**config.mk**
```make
export PLATFORM = sky130hd
export DESIGN_NAME = i2c_master
export DESIGN_NICKNAME = d
export VERILOG_FILES = /design/src/rtl/i2c_master_pkg.sv /design/src/rtl/i2c_phase_fsm.sv /design/src/rtl/i2c_xfer_counters.sv /design/src/rtl/i2c_tx_shifter.sv /design/src/rtl/i2c_rx_shifter.sv /design/src/rtl/i2c_master.sv
export SDC_FILE = /design/constraint.sdc
export NUM_CORES = 1
export LEC_CHECK = 0
export BUFFER_PORTS_ARGS = -buffer_cell sky130_fd_sc_hd__buf_2
export CORE_AREA = 2 2 80 82
export CTS_CLUSTER_DIAMETER = 200
export DETAILED_ROUTE_END_ITERATION = 12
export DIE_AREA = 0 0 82 84
export GPL_TIMING_DRIVEN = 0
export PLACE_DENSITY = 0.71
export SLEW_MARGIN = 20
export SYNTH_ARGS = -nofsm -noshare
export SYNTH_HDL_FRONTEND = slang
export SYNTH_HIERARCHICAL = 1
export SYNTH_SLANG_ARGS = --single-unit
```
**constraint.sdc**
```tcl
create_clock -name CLK -period 2.6 [get_ports CLK]
set_input_delay 0.39 -clock CLK [delete_from_list [all_inputs] [get_ports CLK]]
set_output_delay 0.39 -clock CLK [all_outputs]
set_load 0.02 [all_outputs]
```
**src/rtl/i2c_master_pkg.sv**
```systemverilog
// Shared types and constants for the I2C master bus sequencer
// RTL files refer to these by scoped name, without import

package i2c_master_pkg;

    // ==============================
    // Widths
    // ==============================

    localparam int BITS_PER_BYTE = 8;

    typedef logic [BITS_PER_BYTE-1:0] byte_t;   // One bus byte, MSB first on the wire
    typedef logic [2:0] bit_idx_t;              // Bit position inside a byte
    typedef logic [2:0] tx_req_cnt_t;           // Bytes to write after the address
    typedef logic [3:0] tx_cnt_t;               // Written bytes, address included

    // ==============================
    // Bus phases
    // ==============================

    // Each bit slot is three phases: SCL low, SCL high, SCL low
    typedef enum logic [4:0] {
        ph_idle,
        ph_start,       // SDA falls while SCL high
        ph_scl_low,     // First SCL low of a write run
        ph_wr0,
        ph_wr1,
        ph_wr2,
        ph_ack_rx0,     // Line released for the slave ACK
        ph_ack_rx1,
        ph_ack_rx2,
        ph_rep0,        // Repeated START sequence
        ph_rep1,
        ph_rep2,
        ph_rd0,
        ph_rd1,
        ph_rd2,
        ph_ack_tx0,     // Master ACK or NACK
        ph_ack_tx1,
        ph_ack_tx2,
        ph_both_low,    // STOP sequence
        ph_scl_high,
        ph_stop
    } phase_e;

endpackage

```
**src/rtl/i2c_phase_fsm.sv**
```systemverilog
// Bus phase state machine of the I2C master
// Steps one phase per enabled cycle and decodes the SCL level, the SDA
// control level and direction, and the strobes used by the counters and
// shifters. Write bits take SDA from the transmit shifter via data_sel

module i2c_phase_fsm (
    input  logic CLK,
    input  logic RST_N,
    input  logic clk_en,
    input  logic start,
    input  logic rw,
    input  logic rep_pending,
    input  logic last_bit,
    input  logic last_tx_byte,
    input  logic last_rx_byte,
    output logic busy,
    output logic scl,
    output logic sda_ctl,
    output logic sda_oe,
    output logic data_sel,
    output logic write_phase,
    output logic read_phase,
    output logic bit_end,
    output logic ack_end,
    output logic rep_restart,
    output logic start_strobe,
    output logic scl_high
);

    i2c_master_pkg::phase_e phase;
    i2c_master_pkg::phase_e phase_nxt;
    logic                   rw_q;       // Read request of the running transaction

    // ==============================
    // Phase sequence
    // ==============================

    always_comb begin
        phase_nxt = phase;
        case (phase)
            i2c_master_pkg::ph_idle: begin
                if (start) begin
                    phase_nxt = i2c_master_pkg::ph_start;
                end
            end
            i2c_master_pkg::ph_start:    phase_nxt = i2c_master_pkg::ph_scl_low;
            i2c_master_pkg::ph_scl_low:  phase_nxt = i2c_master_pkg::ph_wr0;
            i2c_master_pkg::ph_wr0:      phase_nxt = i2c_master_pkg::ph_wr1;
            i2c_master_pkg::ph_wr1:      phase_nxt = i2c_master_pkg::ph_wr2;
            i2c_master_pkg::ph_wr2: begin
                phase_nxt = last_bit ? i2c_master_pkg::ph_ack_rx0 : i2c_master_pkg::ph_wr0;
            end
            i2c_master_pkg::ph_ack_rx0:  phase_nxt = i2c_master_pkg::ph_ack_rx1;
            i2c_master_pkg::ph_ack_rx1:  phase_nxt = i2c_master_pkg::ph_ack_rx2;
            i2c_master_pkg::ph_ack_rx2: begin
                if (!last_tx_byte) begin
                    phase_nxt = i2c_master_pkg::ph_wr0;         // More bytes in this run
                end else if (rep_pending) begin
                    phase_nxt = i2c_master_pkg::ph_rep0;
                end else if (rw_q) begin
                    phase_nxt = i2c_master_pkg::ph_rd0;
                end else begin
                    phase_nxt = i2c_master_pkg::ph_both_low;
                end
            end
            i2c_master_pkg::ph_rep0:     phase_nxt = i2c_master_pkg::ph_rep1;
            i2c_master_pkg::ph_rep1:     phase_nxt = i2c_master_pkg::ph_rep2;
            i2c_master_pkg::ph_rep2:     phase_nxt = i2c_master_pkg::ph_scl_low;
            i2c_master_pkg::ph_rd0:      phase_nxt = i2c_master_pkg::ph_rd1;
            i2c_master_pkg::ph_rd1:      phase_nxt = i2c_master_pkg::ph_rd2;
            i2c_master_pkg::ph_rd2: begin
                phase_nxt = last_bit ? i2c_master_pkg::ph_ack_tx0 : i2c_master_pkg::ph_rd0;
            end
            i2c_master_pkg::ph_ack_tx0:  phase_nxt = i2c_master_pkg::ph_ack_tx1;
            i2c_master_pkg::ph_ack_tx1:  phase_nxt = i2c_master_pkg::ph_ack_tx2;
            i2c_master_pkg::ph_ack_tx2: begin
                phase_nxt = last_rx_byte ? i2c_master_pkg::ph_both_low : i2c_master_pkg::ph_rd0;
            end
            i2c_master_pkg::ph_both_low: phase_nxt = i2c_master_pkg::ph_scl_high;
            i2c_master_pkg::ph_scl_high: phase_nxt = i2c_master_pkg::ph_stop;
            default:                     phase_nxt = i2c_master_pkg::ph_idle;
        endcase
    end

    always_ff @(posedge CLK or negedge RST_N) begin
        if (!RST_N) begin
            phase <= i2c_master_pkg::ph_idle;
            rw_q  <= 1'b0;
        end else if (clk_en) begin
            phase <= phase_nxt;
            if (phase == i2c_master_pkg::ph_idle && start) begin
                rw_q <= rw;
            end
        end
    end

    // ==============================
    // Line levels and strobes
    // ==============================

    always_comb begin
        busy         = 1'b1;
        scl          = 1'b0;
        sda_ctl      = 1'b1;
        sda_oe       = 1'b1;
        data_sel     = 1'b0;
        write_phase  = 1'b0;
        read_phase   = 1'b0;
        bit_end      = 1'b0;
        ack_end      = 1'b0;
        rep_restart  = 1'b0;
        start_strobe = 1'b0;
        scl_high     = 1'b0;
        case (phase)
            i2c_master_pkg::ph_idle: begin
                busy   = 1'b0;
                scl    = 1'b1;
                sda_oe = 1'b0;      // Bus released
            end
            i2c_master_pkg::ph_start: begin
                scl     = 1'b1;
                sda_ctl = 1'b0;
            end
            i2c_master_pkg::ph_scl_low: begin
                sda_ctl      = 1'b0;
                start_strobe = 1'b1;  // First byte of a run loads here
            end
            i2c_master_pkg::ph_wr0,
            i2c_master_pkg::ph_wr1,
            i2c_master_pkg::ph_wr2: begin
                data_sel    = 1'b1;
                write_phase = 1'b1;
                bit_end     = (phase == i2c_master_pkg::ph_wr2);
            end
            i2c_master_pkg::ph_ack_rx0,
            i2c_master_pkg::ph_ack_rx1,
            i2c_master_pkg::ph_ack_rx2: begin
                sda_oe  = 1'b0;     // Slave ACK, not checked
                ack_end = (phase == i2c_master_pkg::ph_ack_rx2);
            end
            i2c_master_pkg::ph_rep0: begin
                rep_restart = 1'b1;
            end
            i2c_master_pkg::ph_rep2: begin
                scl     = 1'b1;
                sda_ctl = 1'b0;     // Repeated START edge
            end
            i2c_master_pkg::ph_rd0,
            i2c_master_pkg::ph_rd1,
            i2c_master_pkg::ph_rd2: begin
                sda_oe     = 1'b0;
                read_phase = 1'b1;
                bit_end    = (phase == i2c_master_pkg::ph_rd2);
            end
            i2c_master_pkg::ph_ack_tx0,
            i2c_master_pkg::ph_ack_tx1,
            i2c_master_pkg::ph_ack_tx2: begin
                sda_ctl = last_rx_byte;   // NACK only on the last read byte
                ack_end = (phase == i2c_master_pkg::ph_ack_tx2);
            end
            i2c_master_pkg::ph_both_low: begin
                sda_ctl = 1'b0;
            end
            i2c_master_pkg::ph_scl_high: begin
                scl     = 1'b1;
                sda_ctl = 1'b0;
            end
            i2c_master_pkg::ph_stop: begin
                scl = 1'b1;
            end
            default: begin
            end
        endcase

        // Middle phase of every bit slot has SCL high
        if (phase inside {i2c_master_pkg::ph_wr1, i2c_master_pkg::ph_ack_rx1,
                          i2c_master_pkg::ph_rep1, i2c_master_pkg::ph_rd1,
                          i2c_master_pkg::ph_ack_tx1}) begin
            scl      = 1'b1;
            scl_high = 1'b1;
        end
    end

    // A read byte never starts once the read count is used up
    a_rd_not_done: assert property (@(posedge CLK) disable iff (!RST_N)
        phase == i2c_master_pkg::ph_rd0 |-> !last_rx_byte);

endmodule

```
**src/rtl/i2c_xfer_counters.sv**
```systemverilog
// Bit, write-byte and read-byte counters of the I2C master
// Byte counts are captured at an accepted start. The repeated-start
// request is held until the restart, and load_next asks for the next
// write byte when one more follows in the same run

module i2c_xfer_counters #(
    parameter int RX_CNT_W = 5
) (
    input  logic                        CLK,
    input  logic                        RST_N,
    input  logic                        clk_en,
    input  logic                        start,        // Accepted start only
    input  logic                        rep_start,
    input  i2c_master_pkg::tx_req_cnt_t num_tx_bytes,
    input  logic [RX_CNT_W-1:0]         num_rx_bytes,
    input  logic                        bit_end,
    input  logic                        ack_end,
    input  logic                        write_phase,
    input  logic                        read_phase,
    input  logic                        rep_restart,
    output logic                        last_bit,
    output logic                        last_tx_byte,
    output logic                        last_rx_byte,
    output logic                        rep_pending,
    output logic                        load_next
);

    localparam i2c_master_pkg::bit_idx_t LAST_IDX =
        i2c_master_pkg::bit_idx_t'(i2c_master_pkg::BITS_PER_BYTE - 1);

    i2c_master_pkg::bit_idx_t    bit_cnt;
    i2c_master_pkg::tx_cnt_t     tx_cnt;
    i2c_master_pkg::tx_cnt_t     tx_total;    // Address plus requested bytes
    i2c_master_pkg::tx_req_cnt_t num_tx_q;
    logic [RX_CNT_W-1:0]         rx_cnt;
    logic [RX_CNT_W-1:0]         num_rx_q;
    logic                        byte_end;

    assign last_bit     = (bit_cnt == LAST_IDX);
    assign byte_end     = bit_end && last_bit;
    assign tx_total     = i2c_master_pkg::tx_cnt_t'(num_tx_q) + i2c_master_pkg::tx_cnt_t'(1);
    assign last_tx_byte = (tx_cnt == tx_total);
    assign last_rx_byte = (rx_cnt == num_rx_q);
    // Count is still the old one here, so compare against num_tx_q
    assign load_next = write_phase && byte_end &&
                       (tx_cnt != i2c_master_pkg::tx_cnt_t'(num_tx_q));

    always_ff @(posedge CLK or negedge RST_N) begin
        if (!RST_N) begin
            bit_cnt     <= '0;
            tx_cnt      <= '0;
            rx_cnt      <= '0;
            num_tx_q    <= '0;
            num_rx_q    <= '0;
            rep_pending <= 1'b0;
        end else if (clk_en) begin
            if (start) begin
                bit_cnt     <= '0;
                tx_cnt      <= '0;
                rx_cnt      <= '0;
                num_tx_q    <= num_tx_bytes;
                num_rx_q    <= num_rx_bytes;
                rep_pending <= rep_start;
            end else begin
                if (bit_end) begin
                    bit_cnt <= last_bit ? '0 : bit_cnt + 1'b1;
                end

                if (rep_restart) begin
                    tx_cnt      <= i2c_master_pkg::tx_cnt_t'(1);  // Repeated address is byte one
                    rep_pending <= 1'b0;
                end else if (ack_end && last_tx_byte) begin
                    tx_cnt <= '0;
                end else if (write_phase && byte_end) begin
                    tx_cnt <= tx_cnt + 1'b1;
                end

                if (ack_end && last_rx_byte) begin
                    rx_cnt <= '0;
                end else if (read_phase && byte_end) begin
                    rx_cnt <= rx_cnt + 1'b1;
                end
            end
        end
    end

    a_rx_cnt_bound: assert property (@(posedge CLK) disable iff (!RST_N)
        rx_cnt <= num_rx_q);

endmodule

```
**src/rtl/i2c_tx_shifter.sv**
```systemverilog
// Transmit shift register of the I2C master
// Loads a byte on load and presents it MSB first on data_bit,
// moving one bit left at the end of every write bit but the last

module i2c_tx_shifter (
    input  logic                  CLK,
    input  logic                  RST_N,
    input  logic                  clk_en,
    input  logic                  load,
    input  logic                  shift,
    input  i2c_master_pkg::byte_t tx_data,
    output logic                  data_bit
);

    localparam int MSB = i2c_master_pkg::BITS_PER_BYTE - 1;

    i2c_master_pkg::byte_t sreg;

    always_ff @(posedge CLK or negedge RST_N) begin
        if (!RST_N) begin
            sreg <= '1;                             // Idle level of the line
        end else if (clk_en) begin
            if (load) begin
                sreg <= tx_data;
            end else if (shift) begin
                sreg <= {sreg[MSB-1:0], 1'b1};      // Next bit to the MSB
            end
        end
    end

    assign data_bit = sreg[MSB];

    // Load follows the last bit only, shifts never do
    a_load_shift_excl: assert property (@(posedge CLK) disable iff (!RST_N)
        !(load && shift));

endmodule

```
**src/rtl/i2c_rx_shifter.sv**
```systemverilog
// Receive shift register of the I2C master
// Samples sda_in MSB first while SCL is high in read bits. At the end of
// the last bit the byte moves to rx_data, and rx_valid pulses for one
// clock in the following enabled cycle

module i2c_rx_shifter (
    input  logic                  CLK,
    input  logic                  RST_N,
    input  logic                  clk_en,
    input  logic                  sample,
    input  logic                  byte_done,
    input  logic                  sda_in,
    output i2c_master_pkg::byte_t rx_data,
    output logic                  rx_valid
);

    localparam int MSB = i2c_master_pkg::BITS_PER_BYTE - 1;

    i2c_master_pkg::byte_t sreg;
    logic                  valid_q;     // Set for one enabled period after a byte

    always_ff @(posedge CLK or negedge RST_N) begin
        if (!RST_N) begin
            valid_q <= 1'b0;
        end else if (clk_en) begin
            valid_q <= byte_done;
        end
    end

    // Data path
    always_ff @(posedge CLK) begin
        if (clk_en) begin
            if (sample) begin
                sreg <= {sreg[MSB-1:0], sda_in};
            end
            if (byte_done) begin
                rx_data <= sreg;    // All eight samples are in by now
            end
        end
    end

    assign rx_valid = valid_q && clk_en;

endmodule

```
**src/rtl/i2c_master.sv**
```systemverilog
// Top level of the I2C master bus sequencer
// One start pulse runs a full transaction: START, write bytes, an optional
// repeated START with more write bytes, optional reads, then STOP.
// Write data is pulled through tx_data/tx_req, read data comes out on
// rx_data/rx_valid. Each bit takes three cycles with clk_en high

module i2c_master #(
    parameter int RX_CNT_W = 5
) (
    input  logic                        CLK,
    input  logic                        RST_N,
    input  logic                        clk_en,
    input  logic                        start,
    input  logic                        rep_start,
    input  logic                        rw,
    input  i2c_master_pkg::tx_req_cnt_t num_tx_bytes,
    input  logic [RX_CNT_W-1:0]         num_rx_bytes,
    input  i2c_master_pkg::byte_t       tx_data,
    input  logic                        sda_in,
    output logic                        busy,
    output logic                        tx_req,
    output logic                        rx_valid,
    output i2c_master_pkg::byte_t       rx_data,
    output logic                        scl,
    output logic                        sda_out,
    output logic                        sda_oe
);

    // FSM strobes
    logic sda_ctl, data_sel, write_phase, read_phase;
    logic bit_end, ack_end, rep_restart, start_strobe, scl_high;
    // Counter flags
    logic last_bit, last_tx_byte, last_rx_byte, rep_pending, load_next;
    // Shifter controls
    logic start_acc, load, shift, tx_bit;

    assign start_acc = start && !busy;                  // Ignored during a transaction
    assign load      = start_strobe || load_next;
    assign shift     = write_phase && bit_end && !last_bit;
    assign tx_req    = load && clk_en;                  // One clock per taken byte
    assign sda_out   = data_sel ? tx_bit : sda_ctl;

    i2c_phase_fsm u_phase_fsm (
        .CLK, .RST_N, .clk_en,
        .start, .rw, .rep_pending,
        .last_bit, .last_tx_byte, .last_rx_byte,
        .busy, .scl, .sda_ctl, .sda_oe, .data_sel,
        .write_phase, .read_phase, .bit_end, .ack_end,
        .rep_restart, .start_strobe, .scl_high
    );

    i2c_xfer_counters #(
        .RX_CNT_W(RX_CNT_W)
    ) u_counters (
        .CLK, .RST_N, .clk_en,
        .start        (start_acc),
        .rep_start, .num_tx_bytes, .num_rx_bytes,
        .bit_end, .ack_end, .write_phase, .read_phase, .rep_restart,
        .last_bit, .last_tx_byte, .last_rx_byte, .rep_pending, .load_next
    );

    i2c_tx_shifter u_tx_shifter (
        .CLK, .RST_N, .clk_en,
        .load, .shift, .tx_data,
        .data_bit     (tx_bit)
    );

    i2c_rx_shifter u_rx_shifter (
        .CLK, .RST_N, .clk_en,
        .sample       (read_phase && scl_high),
        .byte_done    (read_phase && bit_end && last_bit),
        .sda_in,
        .rx_data, .rx_valid
    );

endmodule

```
Yosys cells after proc, flatten, opt, wreduce, memory -nomap -nowiden
Cells that the tools add are included.

Eq/ne operators: 25. Multiplexer cells: 35. $add $sub $neg: 4. Reduce and logical (&&, ||, !) cells: 40.

Operators with widths (count): case mux 5 bit (19 select lines) (1); equality test 5 x 4 -> 1 bit, second input constant (8); 2-to-1 mux 5 bit (8); equality test 5 bit, second input constant (5); equality test 5 x 3 -> 1 bit, second input constant (4); AND reduction 2 bit (9); 2-to-1 mux 4 bit (4); 2-to-1 mux 8 bit (2); logical AND 1 bit (14); 2-to-1 mux 1 bit (12); 2-to-1 mux 3 bit (4); OR reduction 3 bit (4); equality test 5 x 2 -> 1 bit, second input constant (2); OR reduction 5 bit (2); OR reduction 7 bit (1); case mux 1 bit (2 select lines) (3); nonzero test 2 bit (3); adder 5 x 1 -> 5 bit, second input constant (1); equality test 5 x 1 -> 1 bit, second input constant (1); equality test 5 bit (1); zero test 5 bit (1); nonzero test 5 bit (1); adder 3 x 1 -> 4 bit, second input constant (1); adder 4 x 1 -> 4 bit, second input constant (1); other kinds (11) (11).

Register bits: 52. Output and inout bits: 14. Bits of input ports: 23. Logic and storage cells: 116.

Logic depth before layout (Yosys ltp)
Depth after elaboration: 9. Depth in mapped cells: 12. Gate-level depth less buffers: 10.

Hierarchy
Netlist, hierarchy kept.

Modules (own cells, without submodules): i2c_xfer_counters (instances 1, cells each 120, area each 1252.5 µm², sequential area each 525.5 µm²); i2c_phase_fsm (instances 1, cells each 108, area each 780.7 µm², sequential area each 150.1 µm²); i2c_rx_shifter (instances 1, cells each 21, area each 543.0 µm², sequential area each 505.5 µm²); i2c_tx_shifter (instances 1, cells each 42, area each 427.9 µm², sequential area each 210.2 µm²); i2c_master (instances 1, cells each 7, area each 56.3 µm², sequential area each 0.0 µm²).

Worst setup path after synthesis
OpenSTA, ideal clock, no wires.

Path type: register to register. Start point: reg u_phase_fsm.phase[3]. End point: reg u_tx_shifter.sreg[7]. Path buffers: 4. Setup slack: 0.376 ns. Period minus slack after synthesis: 2.224 ns. Library setup time: 0.075 ns. Arrival: 2.149 ns. Required time: 2.525 ns. Stages on the path, launching flop included: 13. Cell sequence: dfrtp_1 -> buf_2 -> buf_2 -> nor3_1 -> a21oi_1 -> nor3_1 -> buf_2 -> nand3_1 -> nor2_1 -> or2_2 -> buf_4 -> and4bb_2 -> nor3_2.

Word-level cells in the longest chain between the ends: 9. Elaborated cells between the ends (all ways): 21. Classes of those cells: eq/ne: 7; mux: 4; reduce/logical: 10.

Ends and longest elaborated chain: start: declaration (RTL line i2c_phase_fsm.sv:30) `i2c_master_pkg::phase_e phase;`; start signal: assignment (RTL line i2c_phase_fsm.sv:87) `phase <= i2c_master_pkg::ph_idle;`; start signal: assignment (RTL line i2c_phase_fsm.sv:90) `phase <= phase_nxt;`; equality test 5 x 4 -> 1 bit (tied with other cells) (RTL line i2c_phase_fsm.sv:114) `case (phase)`; OR reduction 3 bit (RTL line i2c_phase_fsm.sv:114); case mux 1 bit (2 select lines) * (RTL line i2c_phase_fsm.sv:114); net bit_end (RTL line i2c_master.sv:31) `logic bit_end, ack_end, rep_restart, start_strobe, scl_high;`; logical AND 1 bit * (RTL line i2c_xfer_counters.sv:40) `assign byte_end = bit_end && last_bit;`; logical AND 1 bit * (2 in series) (RTL line i2c_xfer_counters.sv:45) `assign load_next = write_phase && byte_end &&`; net load_next (RTL line i2c_master.sv:33) `logic last_bit, last_tx_byte, last_rx_byte, rep_pending, load_next;`; logical OR 1 bit * (RTL line i2c_master.sv:38) `assign load = start_strobe || load_next;`; net load (RTL line i2c_master.sv:35) `logic start_acc, load, shift, tx_bit;`; nonzero test 2 bit (no source line); AND reduction 2 bit (no source line); end signal: assignment (RTL line i2c_tx_shifter.sv:24) `sreg <= tx_data;`; end signal: assignment (RTL line i2c_tx_shifter.sv:26) `sreg <= {sreg[MSB-1:0], 1'b1};`; end: declaration (RTL line i2c_tx_shifter.sv:17) `i2c_master_pkg::byte_t sreg;`.

Mark *: on every way through the listed nets, which the timed path passes. The rest lies on a longest branch. A chain may end at the register's enable or synchronous reset.

Worst setup path in the final report
Start point: reg u_phase_fsm.phase[0]. End point: out tx_req.

Word-level cells in the longest chain between the ends: 8. Elaborated cells between the ends (all ways): 17. Classes of those cells: eq/ne: 7; mux: 3; reduce/logical: 7.

Ends and longest elaborated chain: equality test 5 x 4 -> 1 bit (tied with other cells) (RTL line i2c_phase_fsm.sv:114); OR reduction 3 bit (RTL line i2c_phase_fsm.sv:114); case mux 1 bit (2 select lines) * (RTL line i2c_phase_fsm.sv:114); net bit_end (RTL line i2c_master.sv:31); logical AND 1 bit * (RTL line i2c_xfer_counters.sv:40); logical AND 1 bit * (2 in series) (RTL line i2c_xfer_counters.sv:45); net load_next (RTL line i2c_master.sv:33); logical OR 1 bit * (RTL line i2c_master.sv:38); logical AND 1 bit * (RTL line i2c_master.sv:40) `assign tx_req = load && clk_en;`; end: declaration (RTL line i2c_master.sv:21) `output logic tx_req,`.

Marked as above.

==> flow_summary.ini <==
[sta]
finalMaxSlewViolations = 0
finalHoldViolations = 0
finalSetupViolations = 0
fin_worst_skew_ps = 6.162
relSlewSlack_pct = 45.69
fin_crit_ps = 2469
period_share_pct = 94.96
max_freq_mhz = 405.0
tightest_slew_ps = 814.6

[logic_synthesis]
ys_ff_latch = 52
yosysWarningCount = 6
ys_types = 77
yosysTopAreaCell = dfrtp_1
synth_top_area_share_pct = 22.89
async_flop_share_pct = 69.23
synth_common_cells = dfrtp_1 (28), nor2_1 (26), nor3_1 (18)
seq_area_frac_synth_pct = 45.46
syn_area_mm2 = 0.003060
synth_cells = 298
synth-edff-count = 16
synth_area_leaders = dfrtp_1 (23%), edfxtp_1 (16%), dfstp_2 (6.9%), mux2_2 (3.3%), nor2_1 (3.2%)
synth_nets = 326
synth_most_common_cell = dfrtp_1
synthFlopType = dfrtp_1
synth.avg_cell_area_um2 = 10.27

[clocking]
h-tree-depth = 2
clkTransAtPathRegs_ps = 90
root_buffer = clkbuf_8
clockBufferDepth = 2
cts_tree = yes
clock_latency_ps = 300
cts_buffers = 5
ctsHoldBuffers = 0
cts.sinks = 52

[detailed_routing]
via_count = 2589
wl_mm = 6.916
avgRoutedWirePerCell_um = 16.16
via_per_inst = 6.049
drc_errors = 0
drt-pass1-iter-count = 5
drtIter0Drc = 174
antenna_left = 0

[pwr]
power_mw = 3.619
power_density_mw_per_mm2 = 1005
switchingPower_mw = 1.395
intPower_mw = 2.224
peakVddDrop_uv = 535.5
p_comb_share_pct = 49.8
p_seq_share_pct = 33.5
power_frac_clock_pct = 16.7
p_leak_nw = 1.532
switching_share_pct = 38.54

[die]
core_mm2 = 0.006096
io_pins = 37
initial_core_util_pct = 50.21
rows = 29
chipWidth_um = 82
dieArea_mm2 = 0.006888
die_y_um = 84

[cells_and_area]
postLayoutCoreUtil_pct = 59.09
stdcell_area_mm2 = 0.003602
fin_nets = 378
syn2layout_area_growth_pct = 17.70
fill_cells = 552
n_antenna_cell = 0
final_layout_size_suffix_gt1_share_pct = 34.76

[place]
dp_hpwl_mm = 4.832
placed_area_mm2 = 0.003337
place.gp.congestion = 0.9241
port_buffers = 36

[setup_path]
path_max_fanout = 6
crit_path_top_delay_cell = dfrtp_2
r2r_end = u_counters/tx_cnt[1]
cp.required_ps = 2210
worst-path-stages = 10
crit-reg2reg-launch = u_phase_fsm/phase[4]
critical_path.cell_chain = buf_4 -> nand2b_4 -> inv_1 -> a21oi_1 -> nor3_2 -> buf_4 -> nand3_2 -> nor2_2 -> o21a_1 -> buf_6
r2r_cells = 12
cp-end-kind = output port
crit_path_end = tx_req
cp-start-kind = register
cp_common_cell = buf_4
cp.arrival_ps = 2080
cp_slowest_stage_delay_ps = 430
cp_top_family = simple AND/OR/NAND/NOR gates
r2r_setup_slack_ps = 140
cp-startpoint = u_phase_fsm/phase[0]
path_buf_inv = 4
critical_path_class = reg -> out

[global_route]
first_global_vias = 2331
grt_antenna_before_repair = 0
grt_max_degree = 37
grt_use_total_pct = 20.70
grt_pass1_wl_mm = 11.23
overflow = 0

[run_status]
status = completed

[worst_hold_path]
min-delay-path-class = in -> async

[job]
cap_violations = 0
-- registers in the layout (all words and copies together) (netlist names) --
| name | flops |
|---|---|
| u_rx_shifter/valid_q | 1 |
| u_counters/rx_cnt | 5 |
| u_counters/bit_cnt | 3 |
| u_rx_shifter/rx_data | 8 |
| u_rx_shifter/sreg | 8 |
| u_counters/tx_cnt | 4 |
| u_counters/num_rx_q | 5 |
| u_phase_fsm/phase | 5 |
| u_tx_shifter/sreg | 8 |
| u_counters/num_tx_q | 3 |
| u_counters/rep_pending | 1 |
| u_phase_fsm/rw_q | 1 |
-- cells by family (layout without fill, tap and decap cells) --
group,Yosys count,after routing,synth area share [%]
adder cells (fa/ha/maj),5,5,2.044
flip-flops,52,52,45.46
AND/OR/NAND/NOR,109,109,20.03
AO/OA/AOI/OAI,78,78,18.85
XOR/XNOR,12,12,3.680
buffers and inverters,29,82,4.946
multiplexers,13,13,4.988
-- through the flow --
stage / setup TNS, ps / worst slack [ps] / std cells / hold slack (ps)
after global placement: 0 / 15.60 / 411 / 400.6
after global routing: -6.676 / -6.676 / 428 / 232.3
after floorplan: 0 / 375.9 / 298 / 94.41
final: 0 / 131.2 / 428 / 172.2
after CTS: 0 / 13.75 / 422 / 192.9
after detailed placement: -2.642 / -2.642 / 411 / 406.5
-- worst min-delay path by stage --
stage / from / to / slack (ps) / cells past startpoint
6_report: RST_N / u_phase_fsm/phase[3] / 170 / 1
5_1_grt: RST_N / u_phase_fsm/phase[3] / 230 / 1
4_1_cts: RST_N / u_phase_fsm/phase[1] / 190 / 1
3_5_place_dp: u_rx_shifter/sreg[7] / u_rx_shifter/rx_data[7] / 410 / 0
3_3_place_gp: u_rx_shifter/sreg[7] / u_rx_shifter/rx_data[7] / 400 / 0
2_1_floorplan: RST_N / u_counters/bit_cnt[0] / 90 / 0
-- power groups by stage --
stage | clock, mW | sequential [mW] | combinational [mW]
global placement | 0 | 1.22 | 1.58
CTS | 0.633 | 1.20 | 1.67
finish | 0.606 | 1.21 | 1.80
detailed placement | 0 | 1.23 | 1.61
global route | 0.661 | 1.23 | 1.97
floorplan | 0 | 1.18 | 1.27
-- final cells by class --
cell class | instances | area (um^2) | area share (%)
buffer | 17 | 123.9 | 3.439
clock buffer | 7 | 97.59 | 2.709
multi-input combinational | 217 | 1550 | 43.04
clock inverter | 1 | 30.03 | 0.8336
timing repair buffer | 47 | 269.0 | 7.468
tap | 77 | 96.34 | 2.675
sequential | 52 | 1394 | 38.69
inverter | 10 | 41.29 | 1.146
-- cells in the final DEF, fill, tap and decap left out, types with 3 or more instances in the layout --
master | Yosys | routed
o21a_1 | 4 | 4
xnor2_1 | 8 | 8
o32ai_1 | 3 | 3
a22o_1 | 3 | 3
o22ai_1 | 12 | 12
o211ai_1 | 3 | 3
nand2_1 | 11 | 11
nor2b_1 | 7 | 7
xor2_1 | 3 | 3
and3_1 | 3 | 3
edfxtp_1 | 16 | 16
nor3_1 | 18 | 15
nor3_2 | 2 | 5
o21ai_0 | 12 | 12
nand3b_1 | 3 | 3
mux2_2 | 9 | 9
dfrtp_1 | 28 | 26
buf_6 | 1 | 4
inv_1 | 9 | 8
buf_4 | 2 | 16
a21oi_1 | 11 | 11
a31oi_1 | 5 | 5
nor4_1 | 3 | 3
clkbuf_8 | 1 | 6
dfstp_2 | 8 | 8
nand4_1 | 5 | 5
buf_2 | 13 | 41
nor2_1 | 26 | 24
ha_1 | 5 | 5
and2_2 | 3 | 3
nand3_1 | 9 | 8
-- worst register-to-register path: cells and delay by family, from the launching register on --
family	cells	cell delay, ps
compound gates	3	510
simple gates	3	320
buf+inv	6	1100
flops	1	470
-- metal layers --
layer	track usage [%]	up-vias	wire, um
met1	29.28	1259	3071
met3	4.113	8	441
li1	-	1216	-
met4	5.303	0	75
met5	0	-	0
met2	32.37	106	3328
-- timing repair --
action                     4_1_cts  5_1_grt
setup buffers                    4        7
resized for setup                5       18
hold endpoints to repair         0        0
setup endpoints to repair        5        2
pin swaps                        1        5
(Power assumes the default switching activity.)
